### config.mk
export PLATFORM = sky130hd
export DESIGN_NAME = core_addr_router
export DESIGN_NICKNAME = d
export VERILOG_FILES = /design/src/tile_pkg.sv /design/src/core_addr_router.sv
export VERILOG_INCLUDE_DIRS = /design/src
export SDC_FILE = /design/constraint.sdc
export NUM_CORES = 1
export LEC_CHECK = 0
export ABC_AREA = 1
export BUFFER_PORTS_ARGS = -buffer_cell sky130_fd_sc_hd__buf_2
export CAP_MARGIN = 20
export CORE_AREA = 2 2 140 142
export CTS_CLUSTER_DIAMETER = 30
export DETAILED_ROUTE_END_ITERATION = 6
export DIE_AREA = 0 0 142 144
export SYNTH_ARGS = -nofsm -noshare
export SYNTH_HDL_FRONTEND = slang
export SYNTH_SLANG_ARGS = --single-unit
### constraint.sdc
create_clock -name clk_i -period 1.1 [get_ports clk_i]
set_input_delay 0.055 -clock clk_i [delete_from_list [all_inputs] [get_ports clk_i]]
set_output_delay 0.055 -clock clk_i [all_outputs]
set_load 0.1 [all_outputs]
### src/tile_config.svh
// Build-time sizes, widths and reset values of the memory tile, included by the package and tests
`ifndef TILE_CONFIG_SVH
`define TILE_CONFIG_SVH

// Tile geometry
`define TILE_NUM_CORES 2
`define TILE_NUM_BANKS 4
`define TILE_NUM_TILES 4
`define TILE_BANK_WORDS 256

// Bus widths
`define TILE_DATA_WIDTH 32
`define TILE_ADDR_WIDTH 32
`define TILE_ID_WIDTH 4

// Configuration after reset
`define TILE_RESET_BASE 32'h0001_0000
`define TILE_RESET_ID 0

`endif
### src/tile_pkg.sv
// Shared types, derived widths and encodings of the memory tile, imported by every module
`include "tile_config.svh"

package tile_pkg;

  localparam int unsigned NumCores  = `TILE_NUM_CORES;
  localparam int unsigned NumBanks  = `TILE_NUM_BANKS;
  localparam int unsigned NumTiles  = `TILE_NUM_TILES;
  localparam int unsigned BankWords = `TILE_BANK_WORDS;
  localparam int unsigned DataWidth = `TILE_DATA_WIDTH;
  localparam int unsigned AddrWidth = `TILE_ADDR_WIDTH;
  localparam int unsigned IdWidth   = `TILE_ID_WIDTH;
  // Cores first, the remote slave port takes the last initiator slot
  localparam int unsigned NumIni    = NumCores + 1;
  localparam int unsigned BeWidth   = DataWidth / 8;

  // Address layout inside the region: byte offset, bank, tile, row
  localparam int unsigned ByteOffW = $clog2(BeWidth);
  localparam int unsigned BankSelW = $clog2(NumBanks);
  localparam int unsigned TileSelW = $clog2(NumTiles);
  localparam int unsigned RowW     = $clog2(BankWords);
  localparam int unsigned IniIdxW  = $clog2(NumIni);
  localparam int unsigned BankLsb  = ByteOffW;
  localparam int unsigned TileLsb  = BankLsb + BankSelW;
  localparam int unsigned RowLsb   = TileLsb + TileSelW;
  localparam int unsigned RegionW  = RowLsb + RowW;

  typedef logic [AddrWidth-1:0] addr_t;
  typedef logic [DataWidth-1:0] data_t;
  typedef logic [BeWidth-1:0]   be_t;
  typedef logic [IdWidth-1:0]   id_t;
  typedef logic [TileSelW-1:0]  tile_id_t;
  typedef logic [BankSelW-1:0]  bank_sel_t;
  typedef logic [RowW-1:0]      row_t;
  typedef logic [IniIdxW-1:0]   ini_idx_t;

  // 16 KiB aligned region
  localparam addr_t    RegionMask  = {AddrWidth{1'b1}} << RegionW;
  localparam addr_t    ResetBase   = `TILE_RESET_BASE;
  localparam tile_id_t ResetTileId = `TILE_RESET_ID;

  typedef struct packed {addr_t addr; logic write; data_t data; be_t be; id_t id;} core_req_t;
  typedef struct packed {data_t data; id_t id; logic err;} core_rsp_t;
  typedef struct packed {addr_t addr; logic write; data_t data; be_t be; id_t id;} remote_out_req_t;

  typedef struct packed {
    tile_id_t ini_tile; row_t row; bank_sel_t bank; logic write; data_t data; be_t be; id_t id;
  } remote_in_req_t;
  typedef struct packed {tile_id_t ini_tile; data_t data; id_t id;} remote_in_rsp_t;

  // Bank-side id keeps the requesting tile next to the transaction id
  typedef struct packed {tile_id_t tile; id_t id;} tag_t;
  typedef struct packed {row_t row; logic write; data_t data; be_t be; id_t id;} local_req_t;
  typedef struct packed {
    row_t row; logic write; data_t data; be_t be; tag_t id; ini_idx_t ini;
  } bank_req_t;
  typedef struct packed {data_t data; tag_t id; ini_idx_t ini;} bank_rsp_t;

  typedef struct packed {tile_id_t tile_id; addr_t tcdm_base;} tile_cfg_t;
  typedef struct packed {logic psel; logic penable; logic pwrite; logic [7:0] paddr; data_t pwdata;} apb_req_t;
  typedef struct packed {data_t prdata; logic pready; logic pslverr;} apb_rsp_t;

  typedef enum logic [7:0] {CFG_TILE_ID = 8'h0, CFG_TCDM_BASE = 8'h4} cfg_reg_e;
  typedef enum logic [1:0] {DEST_LOCAL, DEST_REMOTE, DEST_INVALID} dest_e;

endpackage

### src/core_addr_router.sv
// Per-core address decode into local, remote or error paths, plus merge of the three responses
module core_addr_router
  import tile_pkg::*;
(
  input  logic            clk_i,
  input  logic            rst_ni,
  input  tile_cfg_t       cfg_i,
  input  core_req_t       core_req_i,
  input  logic            core_req_valid_i,
  output logic            core_req_ready_o,
  output core_rsp_t       core_rsp_o,
  output logic            core_rsp_valid_o,
  input  logic            core_rsp_ready_i,
  output local_req_t      local_req_o,
  output logic            local_req_valid_o,
  input  logic            local_req_ready_i,
  input  bank_rsp_t       local_rsp_i,
  input  logic            local_rsp_valid_i,
  output logic            local_rsp_ready_o,
  output remote_out_req_t remote_req_o,
  output logic            remote_req_valid_o,
  input  logic            remote_req_ready_i,
  input  core_rsp_t       remote_rsp_i,
  input  logic            remote_rsp_valid_i,
  output logic            remote_rsp_ready_o
);

  addr_t     addr;
  logic      in_region;
  tile_id_t  tile_field;
  bank_sel_t bank_field;
  row_t      row_field;
  dest_e     dest;
  logic      req_open;
  logic      err_valid_q;
  id_t       err_id_q;

  assign addr       = core_req_i.addr;
  assign in_region  = (addr & RegionMask) == cfg_i.tcdm_base;
  assign tile_field = addr[TileLsb +: TileSelW];
  assign bank_field = addr[BankLsb +: BankSelW];
  assign row_field  = addr[RowLsb +: RowW];
  assign dest = !in_region ? DEST_INVALID :
                (tile_field == cfg_i.tile_id) ? DEST_LOCAL : DEST_REMOTE;

  // A pending error response blocks new requests
  assign req_open = core_req_valid_i & ~err_valid_q;

  assign local_req_o = '{row: row_field, write: core_req_i.write, data: core_req_i.data,
                         be: core_req_i.be, id: core_req_i.id};
  assign local_req_valid_o = req_open & (dest == DEST_LOCAL);

  // Tile and bank swap places for routing between tiles
  assign remote_req_o = '{addr: {addr[AddrWidth-1:RegionW], row_field, bank_field, tile_field,
                                 addr[ByteOffW-1:0]},
                          write: core_req_i.write, data: core_req_i.data,
                          be: core_req_i.be, id: core_req_i.id};
  assign remote_req_valid_o = req_open & (dest == DEST_REMOTE);

  always_comb begin
    case (dest)
      DEST_LOCAL:  core_req_ready_o = ~err_valid_q & local_req_ready_i;
      DEST_REMOTE: core_req_ready_o = ~err_valid_q & remote_req_ready_i;
      default:     core_req_ready_o = ~err_valid_q;
    endcase
  end

  always_ff @(posedge clk_i or negedge rst_ni) begin
    if (!rst_ni) begin
      err_valid_q <= 1'b0;
    end else if (req_open && dest == DEST_INVALID) begin
      err_valid_q <= 1'b1;
    end else if (err_valid_q && !local_rsp_valid_i && core_rsp_ready_i) begin
      err_valid_q <= 1'b0;
    end
  end

  always_ff @(posedge clk_i) begin
    if (req_open && dest == DEST_INVALID) begin
      err_id_q <= core_req_i.id;
    end
  end

  // Fixed priority: local, error, remote
  always_comb begin
    if (local_rsp_valid_i) begin
      core_rsp_o = '{data: local_rsp_i.data, id: local_rsp_i.id.id, err: 1'b0};
    end else if (err_valid_q) begin
      core_rsp_o = '{data: '0, id: err_id_q, err: 1'b1};
    end else begin
      core_rsp_o = remote_rsp_i;
    end
  end

  assign core_rsp_valid_o   = local_rsp_valid_i | err_valid_q | remote_rsp_valid_i;
  assign local_rsp_ready_o  = core_rsp_ready_i;
  assign remote_rsp_ready_o = core_rsp_ready_i & ~local_rsp_valid_i & ~err_valid_q;

endmodule

==> impl_metrics.json <==
{
  "outcome": "finished with violations",
  "violations": "negative setup slack",
  "portBuffers": 209,
  "die_w_um": 142,
  "critPathSlowestCell": "dfrtp_2",
  "placed_cell_area_um2": 3571,
  "grt_use_total": 0.07001,
  "start_util": 0.1060,
  "crit_chain": "nor2_4 -> buf_6 -> buf_12 -> a22o_4 -> buf_12",
  "grt_pass1_wl_um": 11030,
  "ys_seq_elements": 5,
  "syn_area_um2": 2023,
  "ys_warn_count": 0,
  "yosysTopAreaCellShare": 0.4712,
  "routed_wirelength_um": 8113,
  "pre_cts_slack_ns": -0.5799,
  "post_drt_wl_per_cell_um": 12.13,
  "seq_area_frac_synth": 0.07174,
  "synth_cells": 322,
  "antennaDiodeCount": 0,
  "drive_above_1_share": 0.7309,
  "critPathLaunchType": "flip-flop",
  "yosys-top-cells-area": "buf_4, a22o_1, nand2_1",
  "dr.pass1.iters": 4,
  "power_leakage_uw": 0.002072,
  "avgSynthCellArea_um2": 6.283,
  "worst_ir_drop_vdd_mv": 0.3469,
  "syn_to_final_growth_pct": 94.68,
  "final_net_count": 624,
  "grt_overflow": 0,
  "critPathMaxStageDelay_ns": 0.44,
  "yosysTopAreaCell": "buf_4",
  "max_freq_mhz": 695.1,
  "holdWs_ns": 0.05415,
  "die_y_um": 144,
  "critPathKind": "flip-flop to output pin",
  "clock_skew_ns": 0.0008142,
  "hpwl_um": 7245,
  "hp-class": "input port to flip-flop",
  "synth.distinct_cells": 20,
  "dieArea_um2": 20450,
  "path_common_cell": "buf_12",
  "slew_headroom": 0.6774,
  "synth_fp_nets": 514,
  "first_iter_violations": 51,
  "slew_violations": 0,
  "grt_pass1_vias": 1993,
  "p_per_area_nw_per_um2": 1222,
  "cap_violations": 0,
  "rsz0062_at_grt": "yes",
  "grt_max_degree": 16,
  "period_needed_ns": 1.439,
  "h-tree-depth": 1,
  "setup_viol": 47,
  "power_uw": 4812,
  "tritoncts": "yes",
  "crit_path_end_kind": "output pin",
  "antenna_found_initial": 0,
  "dr_total_vias": 2196,
  "tns_ns": -13.99,
  "layout_worst_path_cycle_share": 1.308,
  "gp_congestion": 0.7131,
  "cp.required_ns": 1.04,
  "drc": 0,
  "cts.sinks": 5,
  "core_area_um2": 19080,
  "tightest_slew_ns": 0.4872,
  "ant_nets": 0,
  "rows": 51,
  "insertion_delay_ns": 0.23,
  "viasPerCell": 3.283,
  "postLayoutSetupSlackWorst_ns": -0.3387,
  "cp_max_fo": 10,
  "clk_pin_slew_ns": 0.03,
  "worst_ep_arrival_time_ns": 1.38,
  "ios": 357,
  "ctsRootBufferMaster": "clkbuf_16",
  "cts_buffers": 3,
  "cts.path.max_buffers": 2,
  "finalHoldViolations": 0,
  "stdcell_area_um2": 3939
}
-- synth_stat cells --
| cell type | count |
|---|---|
| o21ai_1 | 3 |
| buf_2 | 1 |
| nor2_2 | 2 |
| or2_1 | 2 |
| o21ai_0 | 1 |
| xnor2_1 | 2 |
| clkbuf_1 | 2 |
| nand3_1 | 5 |
| a22o_1 | 32 |
| inv_1 | 37 |
| nand2_1 | 70 |
| nor2_1 | 26 |
| or2_0 | 1 |
| buf_4 | 127 |
| dfrtp_1 | 1 |
| nor3_1 | 2 |
| nor2_4 | 1 |
| nand3_2 | 1 |
| edfxtp_1 | 4 |
| inv_2 | 2 |
-- cell type report --
type                            instances  area (µm²)
Clock buffer                            4       78.83
Sequential cell                         5       146.4
Fill cell                            2079       15140
Tap cell                              238       297.8
Multi-Input combinational cell        148        1281
Inverter                               39       146.4
Timing Repair Buffer                  235        1988
-- critical path, delay by kind of cell, from the launching register on --
kind	cells	cell delay [ns]
flip-flops	1	0.44
buffers and inverters	3	0.43
AND/OR/NAND/NOR	1	0.14
AO/OA/AOI/OAI	1	0.13
-- repair_timing --
action | in CTS | in global routing
pin swaps | 10 | 18
hold buffers | 1 | 0
endpoints found under the hold margin | 1 | 0
setup endpoints to repair | 47 | 47
gates resized for setup | 43 | 20
gates cloned | 0 | 0
setup buffers | 4 | 2
-- cells by family after synthesis --
kind of cell	share of synthesized area
DFF	0.07174
AOI/OAI and AO/OA	0.1484
buffers and inverters	0.5498
xor gates and xnor gates	0.008660
and+or+nand+nor	0.2214
-- per-layer routing --
metal	vias up	track usage	part of all wire
li1	1102	-	-
met1	945	0.09392	0.42
met2	111	0.1050	0.48
met3	38	0.01755	0.076
met4	0	0.03263	0.032
met5	-	0	0
-- state kept, by name (all words and copies together) (netlist names) --
| name | flops |
|---|---|
| err_valid_q | 1 |
| err_id_q | 4 |
-- worst paths after layout --
check / from / end / slack [ns] / cells after the start
max: err_valid_q / core_rsp_o[6] / -0.34 / 5
min: core_req_i[3] / err_id_q[3] / 0.05 / 1
max reg2reg: err_valid_q / err_id_q[0] / -0.13 / 5
min reg2reg: err_valid_q / err_valid_q / 0.80 / 4
max in group asynchronous: rst_ni / err_valid_q / 0.84 / 2
min in group asynchronous: rst_ni / err_valid_q / 0.16 / 2
-- report_power, final --
| group | switching (µW) | leakage, µW | internal [µW] |
|---|---|---|---|
| logic | 2490 | 0.00199 | 1470 |
| clock network | 109 | 0.0000382 | 479 |
| registers | 25.2 | 0.0000479 | 237 |
-- stage by stage --
step | cells | utilization
floorplan | 322 | -
global placement | 660 | 0.1872
detailed placement | 660 | 0.1872
CTS | 668 | 0.2021
global route | 669 | 0.2064
finish | 669 | 0.2064
-- placed cells by master, fill, tap and decap left out, types with 3 or more instances in the layout --
cell type / synthesis / layout
buf_12: 0 / 46
buf_6: 0 / 11
nor2_4: 1 / 12
buf_4: 127 / 15
nand2_4: 0 / 5
nand2_2: 0 / 10
a22o_4: 0 / 32
o21ai_1: 3 / 3
nor2_1: 26 / 12
edfxtp_1: 4 / 4
inv_2: 2 / 5
buf_2: 1 / 161
clkbuf_16: 0 / 3
nor2_2: 2 / 5
nand2_1: 70 / 55
inv_1: 37 / 34
nand3_4: 0 / 5
Note: power is estimated with default switching activity, not from simulation.
