--- src/tile_config.svh ---
// Build-time sizes, widths and reset values of the memory tile, included by the package and tests
`ifndef TILE_CONFIG_SVH
`define TILE_CONFIG_SVH

// Tile geometry
`define TILE_NUM_CORES 2
`define TILE_NUM_BANKS 4
`define TILE_NUM_TILES 4
`define TILE_BANK_WORDS 256

// Bus widths
`define TILE_DATA_WIDTH 32
`define TILE_ADDR_WIDTH 32
`define TILE_ID_WIDTH 4

// Configuration after reset
`define TILE_RESET_BASE 32'h0001_0000
`define TILE_RESET_ID 0

`endif
--- src/tile_pkg.sv ---
// Shared types, derived widths and encodings of the memory tile, imported by every module
`include "tile_config.svh"

package tile_pkg;

  localparam int unsigned NumCores  = `TILE_NUM_CORES;
  localparam int unsigned NumBanks  = `TILE_NUM_BANKS;
  localparam int unsigned NumTiles  = `TILE_NUM_TILES;
  localparam int unsigned BankWords = `TILE_BANK_WORDS;
  localparam int unsigned DataWidth = `TILE_DATA_WIDTH;
  localparam int unsigned AddrWidth = `TILE_ADDR_WIDTH;
  localparam int unsigned IdWidth   = `TILE_ID_WIDTH;
  // Cores first, the remote slave port takes the last initiator slot
  localparam int unsigned NumIni    = NumCores + 1;
  localparam int unsigned BeWidth   = DataWidth / 8;

  // Address layout inside the region: byte offset, bank, tile, row
  localparam int unsigned ByteOffW = $clog2(BeWidth);
  localparam int unsigned BankSelW = $clog2(NumBanks);
  localparam int unsigned TileSelW = $clog2(NumTiles);
  localparam int unsigned RowW     = $clog2(BankWords);
  localparam int unsigned IniIdxW  = $clog2(NumIni);
  localparam int unsigned BankLsb  = ByteOffW;
  localparam int unsigned TileLsb  = BankLsb + BankSelW;
  localparam int unsigned RowLsb   = TileLsb + TileSelW;
  localparam int unsigned RegionW  = RowLsb + RowW;

  typedef logic [AddrWidth-1:0] addr_t;
  typedef logic [DataWidth-1:0] data_t;
  typedef logic [BeWidth-1:0]   be_t;
  typedef logic [IdWidth-1:0]   id_t;
  typedef logic [TileSelW-1:0]  tile_id_t;
  typedef logic [BankSelW-1:0]  bank_sel_t;
  typedef logic [RowW-1:0]      row_t;
  typedef logic [IniIdxW-1:0]   ini_idx_t;

  // 16 KiB aligned region
  localparam addr_t    RegionMask  = {AddrWidth{1'b1}} << RegionW;
  localparam addr_t    ResetBase   = `TILE_RESET_BASE;
  localparam tile_id_t ResetTileId = `TILE_RESET_ID;

  typedef struct packed {addr_t addr; logic write; data_t data; be_t be; id_t id;} core_req_t;
  typedef struct packed {data_t data; id_t id; logic err;} core_rsp_t;
  typedef struct packed {addr_t addr; logic write; data_t data; be_t be; id_t id;} remote_out_req_t;

  typedef struct packed {
    tile_id_t ini_tile; row_t row; bank_sel_t bank; logic write; data_t data; be_t be; id_t id;
  } remote_in_req_t;
  typedef struct packed {tile_id_t ini_tile; data_t data; id_t id;} remote_in_rsp_t;

  // Bank-side id keeps the requesting tile next to the transaction id
  typedef struct packed {tile_id_t tile; id_t id;} tag_t;
  typedef struct packed {row_t row; logic write; data_t data; be_t be; id_t id;} local_req_t;
  typedef struct packed {
    row_t row; logic write; data_t data; be_t be; tag_t id; ini_idx_t ini;
  } bank_req_t;
  typedef struct packed {data_t data; tag_t id; ini_idx_t ini;} bank_rsp_t;

  typedef struct packed {tile_id_t tile_id; addr_t tcdm_base;} tile_cfg_t;
  typedef struct packed {logic psel; logic penable; logic pwrite; logic [7:0] paddr; data_t pwdata;} apb_req_t;
  typedef struct packed {data_t prdata; logic pready; logic pslverr;} apb_rsp_t;

  typedef enum logic [7:0] {CFG_TILE_ID = 8'h0, CFG_TCDM_BASE = 8'h4} cfg_reg_e;
  typedef enum logic [1:0] {DEST_LOCAL, DEST_REMOTE, DEST_INVALID} dest_e;

endpackage

--- src/tile_cfg_regs.sv ---
// APB register block holding the tile ID and TCDM base that steer every address router
module tile_cfg_regs
  import tile_pkg::*;
(
  input  logic      clk_i,
  input  logic      rst_ni,
  input  apb_req_t  apb_req_i,
  output apb_rsp_t  apb_rsp_o,
  output tile_cfg_t cfg_o
);

  logic     access;
  tile_id_t tile_id_q;
  addr_t    tcdm_base_q;

  // Access phase of a selected transfer, never stretched
  assign access = apb_req_i.psel & apb_req_i.penable;

  always_comb begin
    apb_rsp_o.prdata  = '0;
    apb_rsp_o.pready  = access;
    apb_rsp_o.pslverr = 1'b0;
    case (apb_req_i.paddr)
      CFG_TILE_ID: begin
        apb_rsp_o.prdata = data_t'(tile_id_q);
      end
      CFG_TCDM_BASE: begin
        apb_rsp_o.prdata = tcdm_base_q;
      end
      default: begin
        apb_rsp_o.pslverr = access;
      end
    endcase
  end

  always_ff @(posedge clk_i or negedge rst_ni) begin
    if (!rst_ni) begin
      tile_id_q   <= ResetTileId;
      tcdm_base_q <= ResetBase;
    end else if (access && apb_req_i.pwrite) begin
      case (apb_req_i.paddr)
        CFG_TILE_ID: begin
          tile_id_q <= apb_req_i.pwdata[TileSelW-1:0];
        end
        CFG_TCDM_BASE: begin
          // Base stays aligned to the region size
          tcdm_base_q <= apb_req_i.pwdata & RegionMask;
        end
        default: begin
          tile_id_q <= tile_id_q;
        end
      endcase
    end
  end

  assign cfg_o.tile_id   = tile_id_q;
  assign cfg_o.tcdm_base = tcdm_base_q;

endmodule

--- config.mk ---
export PLATFORM = sky130hd
export DESIGN_NAME = tile_cfg_regs
export DESIGN_NICKNAME = d
export VERILOG_FILES = /design/src/tile_pkg.sv /design/src/tile_cfg_regs.sv
export VERILOG_INCLUDE_DIRS = /design/src
export SDC_FILE = /design/constraint.sdc
export NUM_CORES = 1
export LEC_CHECK = 0
export BUFFER_PORTS_ARGS = -buffer_cell sky130_fd_sc_hd__buf_2
export CAP_MARGIN = 15
export CORE_AREA = 2 2 48 83
export DETAILED_ROUTE_END_ITERATION = 12
export DIE_AREA = 0 0 50 85
export HOLD_SLACK_MARGIN = 0.1
export PLACE_DENSITY = 0.86
export SYNTH_ARGS = -nofsm -noshare
export SYNTH_HDL_FRONTEND = slang
export SYNTH_SLANG_ARGS = --single-unit
export TNS_END_PERCENT = 20
--- constraint.sdc ---
create_clock -name clk_i -period 2.2 [get_ports clk_i]
set_input_delay 0.55 -clock clk_i [delete_from_list [all_inputs] [get_ports clk_i]]
set_output_delay 0.55 -clock clk_i [all_outputs]
set_load 0.01 [all_outputs]
==> qor.log, run 1 <==
INFO  clock_network  clk-insertion-delay-late=0.25ns
INFO  synth          synth.lib_cells_used.distinct=17
INFO  routing        antenna_violating_nets_post_route=0
INFO  status         violated_checks=negative setup slack
INFO  synth          cell_with_the_most_instances_after_synthesis=sky130_fd_sc_hd__buf_4
INFO  final_layout   register_area=502um2
INFO  routing        drcViolationCount=0
INFO  synth          synth_area_leaders=sky130_fd_sc_hd__dfrtp_1 39%, sky130_fd_sc_hd__buf_4 17%, sky130_fd_sc_hd__mux2_4 12%, sky130_fd_sc_hd__and2_1 10%, sky130_fd_sc_hd__mux2_2 9.3%
INFO  synth          async_flop_share=100%
INFO  worst_setup_path timing.rr.start=tcdm_base_q[22]$_DFFE_PN0P_
INFO  status         status=complete, but fails checks
INFO  timing         setup_total_negative_slack=-0.00499ns
INFO  synth          synth_top_cell_by_area=sky130_fd_sc_hd__dfrtp_1
INFO  pwr            power_density_over_the_cells=455mW/mm2
INFO  worst_setup_path slowest_delay=0.34ns
INFO  pwr            power.internal=0.568mW
INFO  synth          dominant_register_cell_in_the_synthesized_netlist=sky130_fd_sc_hd__dfrtp_1
INFO  worst_setup_path timing.critical_path.mode_cell=sky130_fd_sc_hd__buf_2
INFO  timing         worst_hold_slack=0.225ns
INFO  pwr            power.clock.fraction=37.4%
INFO  timing         timing.final.setup_violations=1
INFO  worst_setup_path worst_path_dominant_cell_family=simple AND/OR/NAND/NOR gates
INFO  timing         maxClockFrequency=454MHz
INFO  min_path       min-delay-path-class=in -> async
INFO  routing        via_count=939
INFO  floorplanning  floorplan.rows=29
INFO  final_layout   nFillCells=350
INFO  worst_setup_path worst-path-max-fanout=10
INFO  clock_network  tritoncts_clock_tree=yes
INFO  final_layout   insertedDiodeCount=0
INFO  grt            gr-total-overflow=0
INFO  synth          syn_inst=100
INFO  synth          synth_simple_gate_area_share=18.1%
INFO  final_layout   area_growth_syn_to_layout=34.3%
INFO  grt            antenna_found_initial=0
INFO  place          hpwl=2010um
INFO  worst_setup_path category_of_the_worst_setup_path_capture_point=output pin
INFO  floorplanning  start_util=33.7%
INFO  synth          synth_compound_gate_area_share=0%
INFO  pwr            combinationalPowerShare=11.6%
INFO  worst_setup_path ff2ff_path_depth=1
INFO  place          postPlaceCellArea=0.00155mm2
INFO  worst_setup_path critPathSlowestCell=sky130_fd_sc_hd__nor4_4
INFO  synth          mappedNetlistArea=0.00121mm2
INFO  floorplanning  fp.dieW=50um
INFO  timing         report.final.slew_viol_count=0
INFO  synth          number_of_synthesized_flops_with_an_enable_pin=0
INFO  pwr            vdd_drop_max=0.000240V
INFO  synth          ys_warn_count=0
INFO  routing        drt_first_iter_violations=15
INFO  pwr            p_sw=0.172mW
INFO  pwr            static_power_due_to_leakage=1.02nW
INFO  worst_setup_path critPathArrivalTime=1.65ns
INFO  clock_network  cts_hold_bufs=0
INFO  routing        detailedRoute.firstPassIterationCount=4
INFO  routing        routed_via_density=4.17
INFO  timing         layout_worst_path_cycle_share=100%
INFO  worst_setup_path ff2ff_setup_slack=1.42ns
INFO  final_layout   multi_input_area=597um2
INFO  synth          post_synth_xor_area_fraction=0%
INFO  floorplanning  core_area=0.00359mm2
INFO  grt            first_pass_grt_wire_length=3830um
INFO  worst_setup_path crit_path_cell_trace=buf_2, nor4_4, and3_4, buf_4, and2_1, buf_2
INFO  synth          post_synth.cell_area_avg=12.1um2
INFO  clock_network  cts_num_sinks=20
INFO  clock_network  clock_root_buffer=sky130_fd_sc_hd__clkbuf_8
INFO  floorplanning  design.portCount=113
INFO  synth          synth_fa_ha_area_share=0%
INFO  clock_network  clk_transition_reported_paths=0.07ns
INFO  grt            grt_start_max_net_pins=21
INFO  floorplanning  die_area=0.00425mm2
INFO  synth          synth_top_area_share=39.3%
INFO  final_layout   nets=225
INFO  worst_setup_path cp.buffers_inverters=3
INFO  worst_setup_path timing.setup.critical_path_class=in -> out
INFO  synth          ys_seq_area_share=41.4%
INFO  timing         final_setup_skew=0ns
INFO  clock_network  max-clock-path-buffers=2
INFO  synth          postSynthRegisterBits=20
INFO  timing         rsz0062_at_grt=true
INFO  place          io_buffers=74
INFO  flow_run       maxCapViolations=0
INFO  grt            globalRouteTotalUtil=11.7%
INFO  routing        routed_wire_length_per_instance=11.1um
INFO  clock_network  tritoncts.num_buffers=3
INFO  synth          synth_mux_area_share=21.7%
INFO  timing         hold_viol=0
INFO  clock_network  htree_num_levels=1
INFO  timing         final.setup.worst_slack=-0.00499ns
INFO  routing        totalWireLength=2500um
INFO  worst_setup_path worst_reg2reg_endpoint=tcdm_base_q[22]$_DFFE_PN0P_
INFO  place          gp_congestion=0.617
INFO  final_layout   drive_above_1_share=62.6%
INFO  timing         post-route-min-period=2.20ns
INFO  grt            via_count_of_the_first_global_routing_pass=807
INFO  synth          netlist_top_cells_count=27 x sky130_fd_sc_hd__buf_4, 20 x sky130_fd_sc_hd__and2_1, 19 x sky130_fd_sc_hd__dfrtp_1
INFO  floorplanning  dieHeight=85um
INFO  pwr            power.share.sequential=50.9%
INFO  final_layout   final_area=0.00163mm2
INFO  worst_setup_path crit_required=1.65ns
INFO  synth          main_combinational_cell_family_by_area_after_synthesis=multiplexers
INFO  worst_setup_path crit_path_start_kind=primary input
INFO  pwr            switching_share=23.2%
## final cells by class
| cell class | count | share of cell area [%] |
|---|---|---|
| repair buffers | 80 | 25.5 |
| clock buffers | 4 | 3.38 |
| flip-flops and latches | 20 | 30.8 |
| well taps | 46 | 3.54 |
| multi-input cells | 75 | 36.7 |
## through the flow
step,setup WS (ns),total power [mW],std cells,utilization [%]
after floorplan,0.107,0.455,125,-
final,-0.00499,0.740,225,45.3
after CTS,0.00197,0.759,225,44.8
after global routing,-0.0445,0.787,225,45.3
after global placement,0.0351,0.468,221,43.3
after detailed placement,0.0133,0.470,221,43.3
## registers in the layout (all words and copies together), names as in the netlist
| signal | count |
|---|---|
| tcdm_base_q | 18 |
| tile_id_q | 2 |
## routing by layer
layer	GRT usage, %	wire, um	vias up
met5	0	0	-
met4	4.55	11	0
met3	2.29	280	2
met2	21.8	1300	72
met1	12.3	907	433
li1	-	-	432
## cell usage in the layout, fill, tap and decap left out, drive strengths merged
cell	n
and3	2
and2	20
nor3	1
dfstp	1
nand4	1
conb	26
buf	80
nor4	1
mux2	20
nand2	1
clkbuf	4
dfrtp	19
nor3b	2
and4b	1
## kinds of logic (layout without fill, tap and decap cells)
| family | after synthesis | in the layout |
|---|---|---|
| flops | 20 | 20 |
| other cells | 1 | 26 |
| buf+inv | 30 | 84 |
| simple gates | 29 | 29 |
| mux | 20 | 20 |
## how the worst max path moves through the flow
| stage | from | end | depth (start not counted) | slack, ns |
|---|---|---|---|---|
| floorplan | apb_req_i[36] | apb_rsp_o[16] | 5 | 0.11 |
| global route | apb_req_i[36] | apb_rsp_o[33] | 6 | -0.04 |
| finish | apb_req_i[36] | apb_rsp_o[33] | 6 | -0.005 |
| global placement | apb_req_i[36] | apb_rsp_o[21] | 6 | 0.04 |
| CTS | apb_req_i[36] | apb_rsp_o[2] | 6 | 0.002 |
| detailed placement | apb_req_i[36] | apb_rsp_o[2] | 6 | 0.01 |
## power groups by stage
stage / clock [mW] / sequential [mW] / combinational (mW)
after floorplan: 0 / 0.386 / 0.0691
after global placement: 0 / 0.384 / 0.0840
after detailed placement: 0 / 0.384 / 0.0858
after CTS: 0.296 / 0.377 / 0.0859
after global routing: 0.314 / 0.378 / 0.0947
final: 0.277 / 0.377 / 0.0861
## what timing repair did
action                                  CTS  global route
endpoints found under the setup margin    0            20
resized for setup                         0             4
buffers inserted                          0             0
(Power assumes the default switching activity.)
==> run 2, diff against run 1 <==
- CORE_AREA: 2 2 48 83 -> 2 2 49 86
- DIE_AREA: 0 0 50 85 -> 0 0 51 88
- PLACE_DENSITY: 0.86 -> 0.85
- clock period: 2.2 -> 2 ns (I/O delays scaled with it)
==> run 2 against run 1 <==
Compared with the run above:
- the flow still finishes with violations (negative setup slack)
- cell area rose by 7.8%
- power rose by 11%
- sequential cell count did not move
- final cell count rose by 1.3%
- clock power rose by 12%
- die area rose by 5.6%
- sequential power rose by 10%
- first-iteration DRC count fell by 87%
- sequential share of layout area fell by 2.2 points
- worst setup slack got worse by 0.014 ns
- critical path type unchanged
- largest cell class unchanged
- largest power group unchanged
- highest routed layer unchanged
==> qor.log, run 2 (same netlist as run 1, synthesis figures left out) <==
INFO  pwr            static_power_due_to_leakage=1.05nW
INFO  grt            gr-total-overflow=0
INFO  worst_setup_path critPathArrivalTime=1.52ns
INFO  clock_network  max-clock-path-buffers=2
INFO  status         violated_checks=negative setup slack
INFO  place          postPlaceCellArea=0.00156mm2
INFO  final_layout   stdcell_count=228
INFO  pwr            power.share.sequential=50.4%
INFO  floorplanning  die_area=0.00449mm2
INFO  routing        routed_wire_length_per_instance=12.4um
INFO  timing         rsz0062_at_grt=true
INFO  clock_network  cts_hold_bufs=0
INFO  grt            first_pass_grt_wire_length=4020um
INFO  timing         timing.final.setup_violations=7
INFO  timing         final.setup.worst_slack=-0.0186ns
INFO  final_layout   drive_above_1_share=68.3%
INFO  worst_setup_path crit_required=1.50ns
INFO  final_layout   nets=226
INFO  place          hpwl=2160um
INFO  clock_network  tritoncts.num_buffers=3
INFO  clock_network  clock_root_buffer=sky130_fd_sc_hd__clkbuf_8
INFO  final_layout   layout_top_registers=tcdm_base_q x18, tile_id_q x2
INFO  pwr            vdd_drop_max=0.000273V
INFO  place          placed_cells=223
INFO  place          dp_slack=-0.0648ns
INFO  floorplanning  core_area=0.00379mm2
INFO  grt            antenna_found_initial=0
INFO  timing         layout_worst_path_cycle_share=101%
INFO  timing         report.final.slew_viol_count=0
INFO  final_layout   regMostFlops=tcdm_base_q
INFO  worst_setup_path category_of_the_worst_setup_path_capture_point=output pin
INFO  routing        antenna_violating_nets_post_route=0
INFO  floorplanning  fp.dieW=51um
INFO  flow_run       maxCapViolations=0
INFO  final_layout   area_growth_syn_to_layout=44.8%
INFO  place          gp_congestion=0.600
INFO  final_layout   most-common-layout-cells=61 x sky130_fd_sc_hd__buf_2, 26 x sky130_fd_sc_hd__conb_1, 19 x sky130_fd_sc_hd__dfrtp_1, 16 x sky130_fd_sc_hd__buf_6
INFO  timing         post-route-min-period=2.02ns
INFO  final_layout   largest_reg_flops=18
INFO  worst_setup_path crit_path_start_kind=primary input
INFO  clock_network  cts_num_sinks=20
INFO  place          io_buffers=74
INFO  floorplanning  dieHeight=88um
INFO  timing         hold_viol=0
INFO  clock_network  clk_transition_reported_paths=0.07ns
INFO  clock_network  postCtsSetupRepairBufs=0
INFO  pwr            power.clock.fraction=37.5%
INFO  worst_setup_path worst-path-max-fanout=7
INFO  final_layout   insertedDiodeCount=0
INFO  clock_network  tritoncts_clock_tree=yes
INFO  grt            globalRouteTotalUtil=12.5%
INFO  routing        routed_via_density=4.21
INFO  final_layout   register_area=502um2
INFO  clock_network  htree_num_levels=1
INFO  final_layout   multi_input_area=622um2
INFO  floorplanning  floorplan.rows=30
INFO  final_layout   leading_cell_type_in_the_layout_fill_and_taps_excluded=sky130_fd_sc_hd__buf_2
INFO  final_layout   final_area=0.00175mm2
INFO  routing        drt_first_iter_violations=2
INFO  status         status=complete, but fails checks
INFO  min_path       min-delay-path-class=in -> async
INFO  timing         maxClockFrequency=495MHz
INFO  routing        drcViolationCount=0
INFO  timing         final_setup_skew=0ns
INFO  pwr            power.internal=0.629mW
INFO  pwr            power_density_over_the_cells=469mW/mm2
INFO  grt            grt_start_max_net_pins=21
INFO  floorplanning  design.portCount=113
INFO  routing        detailedRoute.firstPassIterationCount=2
INFO  grt            via_count_of_the_first_global_routing_pass=866
INFO  pwr            combinationalPowerShare=12.1%
INFO  routing        via_count=959
INFO  floorplanning  start_util=31.9%
INFO  routing        totalWireLength=2830um
INFO  pwr            p_sw=0.194mW
INFO  worst_setup_path timing.setup.critical_path_class=in -> out
INFO  clock_network  clk-insertion-delay-late=0.26ns
INFO  final_layout   nFillCells=363
INFO  pwr            switching_share=23.6%
-- run 2: cell types whose count changed in the layout (fill, tap and decap cells not counted), sizes merged --
cell / before / now
buf: 80 / 81
-- run 2: what timing repair did --
| item | 4_1_cts | 5_1_grt |
|---|---|---|
| endpoints found under the setup margin | 17 | 19 |
| pin swaps | 17 | 2 |
| gates cloned | 1 | 0 |
| endpoints found under the hold margin | 0 | 0 |
| resized for setup | 25 | 8 |
-- run 2: metrics by stage --
| stage | util (%) | TNS, ns | power, mW | hold WS (ns) |
|---|---|---|---|---|
| 6_report | 46.3 | -0.0927 | 0.823 | 0.188 |
| 4_1_cts | 45.4 | -0.409 | 0.838 | 0.202 |
| 3_5_place_dp | 41.1 | -0.721 | 0.517 | 0.487 |
| 5_1_grt | 46.3 | -0.955 | 0.868 | 0.216 |
| 3_3_place_gp | 41.1 | -0.683 | 0.514 | 0.476 |
| 2_1_floorplan | - | 0 | 0.501 | 0.204 |
-- run 2: power by group through the flow --
| stage | clock [mW] | sequential (mW) | combinational (mW) |
|---|---|---|---|
| after floorplan | 0 | 0.425 | 0.0760 |
| after global placement | 0 | 0.422 | 0.0919 |
| final | 0.309 | 0.415 | 0.0993 |
| after detailed placement | 0 | 0.422 | 0.0945 |
| after global routing | 0.342 | 0.416 | 0.110 |
| after CTS | 0.325 | 0.415 | 0.0986 |
-- run 2: path summary, 6_finish.rpt --
path | from | end | slack, ns | depth (start not counted)
max reg2reg | tcdm_base_q[30]$_DFFE_PN0P_ | tcdm_base_q[30]$_DFFE_PN0P_ | 1.21 | 1
max | apb_req_i[36] | apb_rsp_o[32] | -0.02 | 6
min in group clk_i | apb_req_i[14] | tcdm_base_q[14]$_DFFE_PN0P_ | 0.47 | 2
max in group asynchronous | rst_ni | tcdm_base_q[16]$_DFFE_PN1P_ | 1.47 | 1
min | rst_ni | tcdm_base_q[24]$_DFFE_PN0P_ | 0.19 | 1
min reg2reg | tcdm_base_q[23]$_DFFE_PN0P_ | tcdm_base_q[23]$_DFFE_PN0P_ | 0.53 | 1
-- run 2: cell type report --
| cell class | count | area share (%) |
|---|---|---|
| multi-input cells | 75 | 35.4 |
| repair buffers | 81 | 29.4 |
| clock buffers | 4 | 3.14 |
| well taps | 48 | 3.42 |
| flip-flops and latches | 20 | 28.6 |
-- run 2: worst max-delay path: stages --
cell,delay [ns]
sky130_fd_sc_hd__buf_6,0.09
sky130_fd_sc_hd__nor4_4,0.29
sky130_fd_sc_hd__and3_4,0.26
sky130_fd_sc_hd__buf_6,0.13
sky130_fd_sc_hd__and2_4,0.14
sky130_fd_sc_hd__buf_6,0.09
-- run 2: layer usage --
layer	GRT usage [%]	vias up	wire length, um
li1	-	435	-
met1	11.9	442	932
met2	24.2	78	1540
met3	1.88	4	313
met4	7.37	0	48
met5	0	-	0
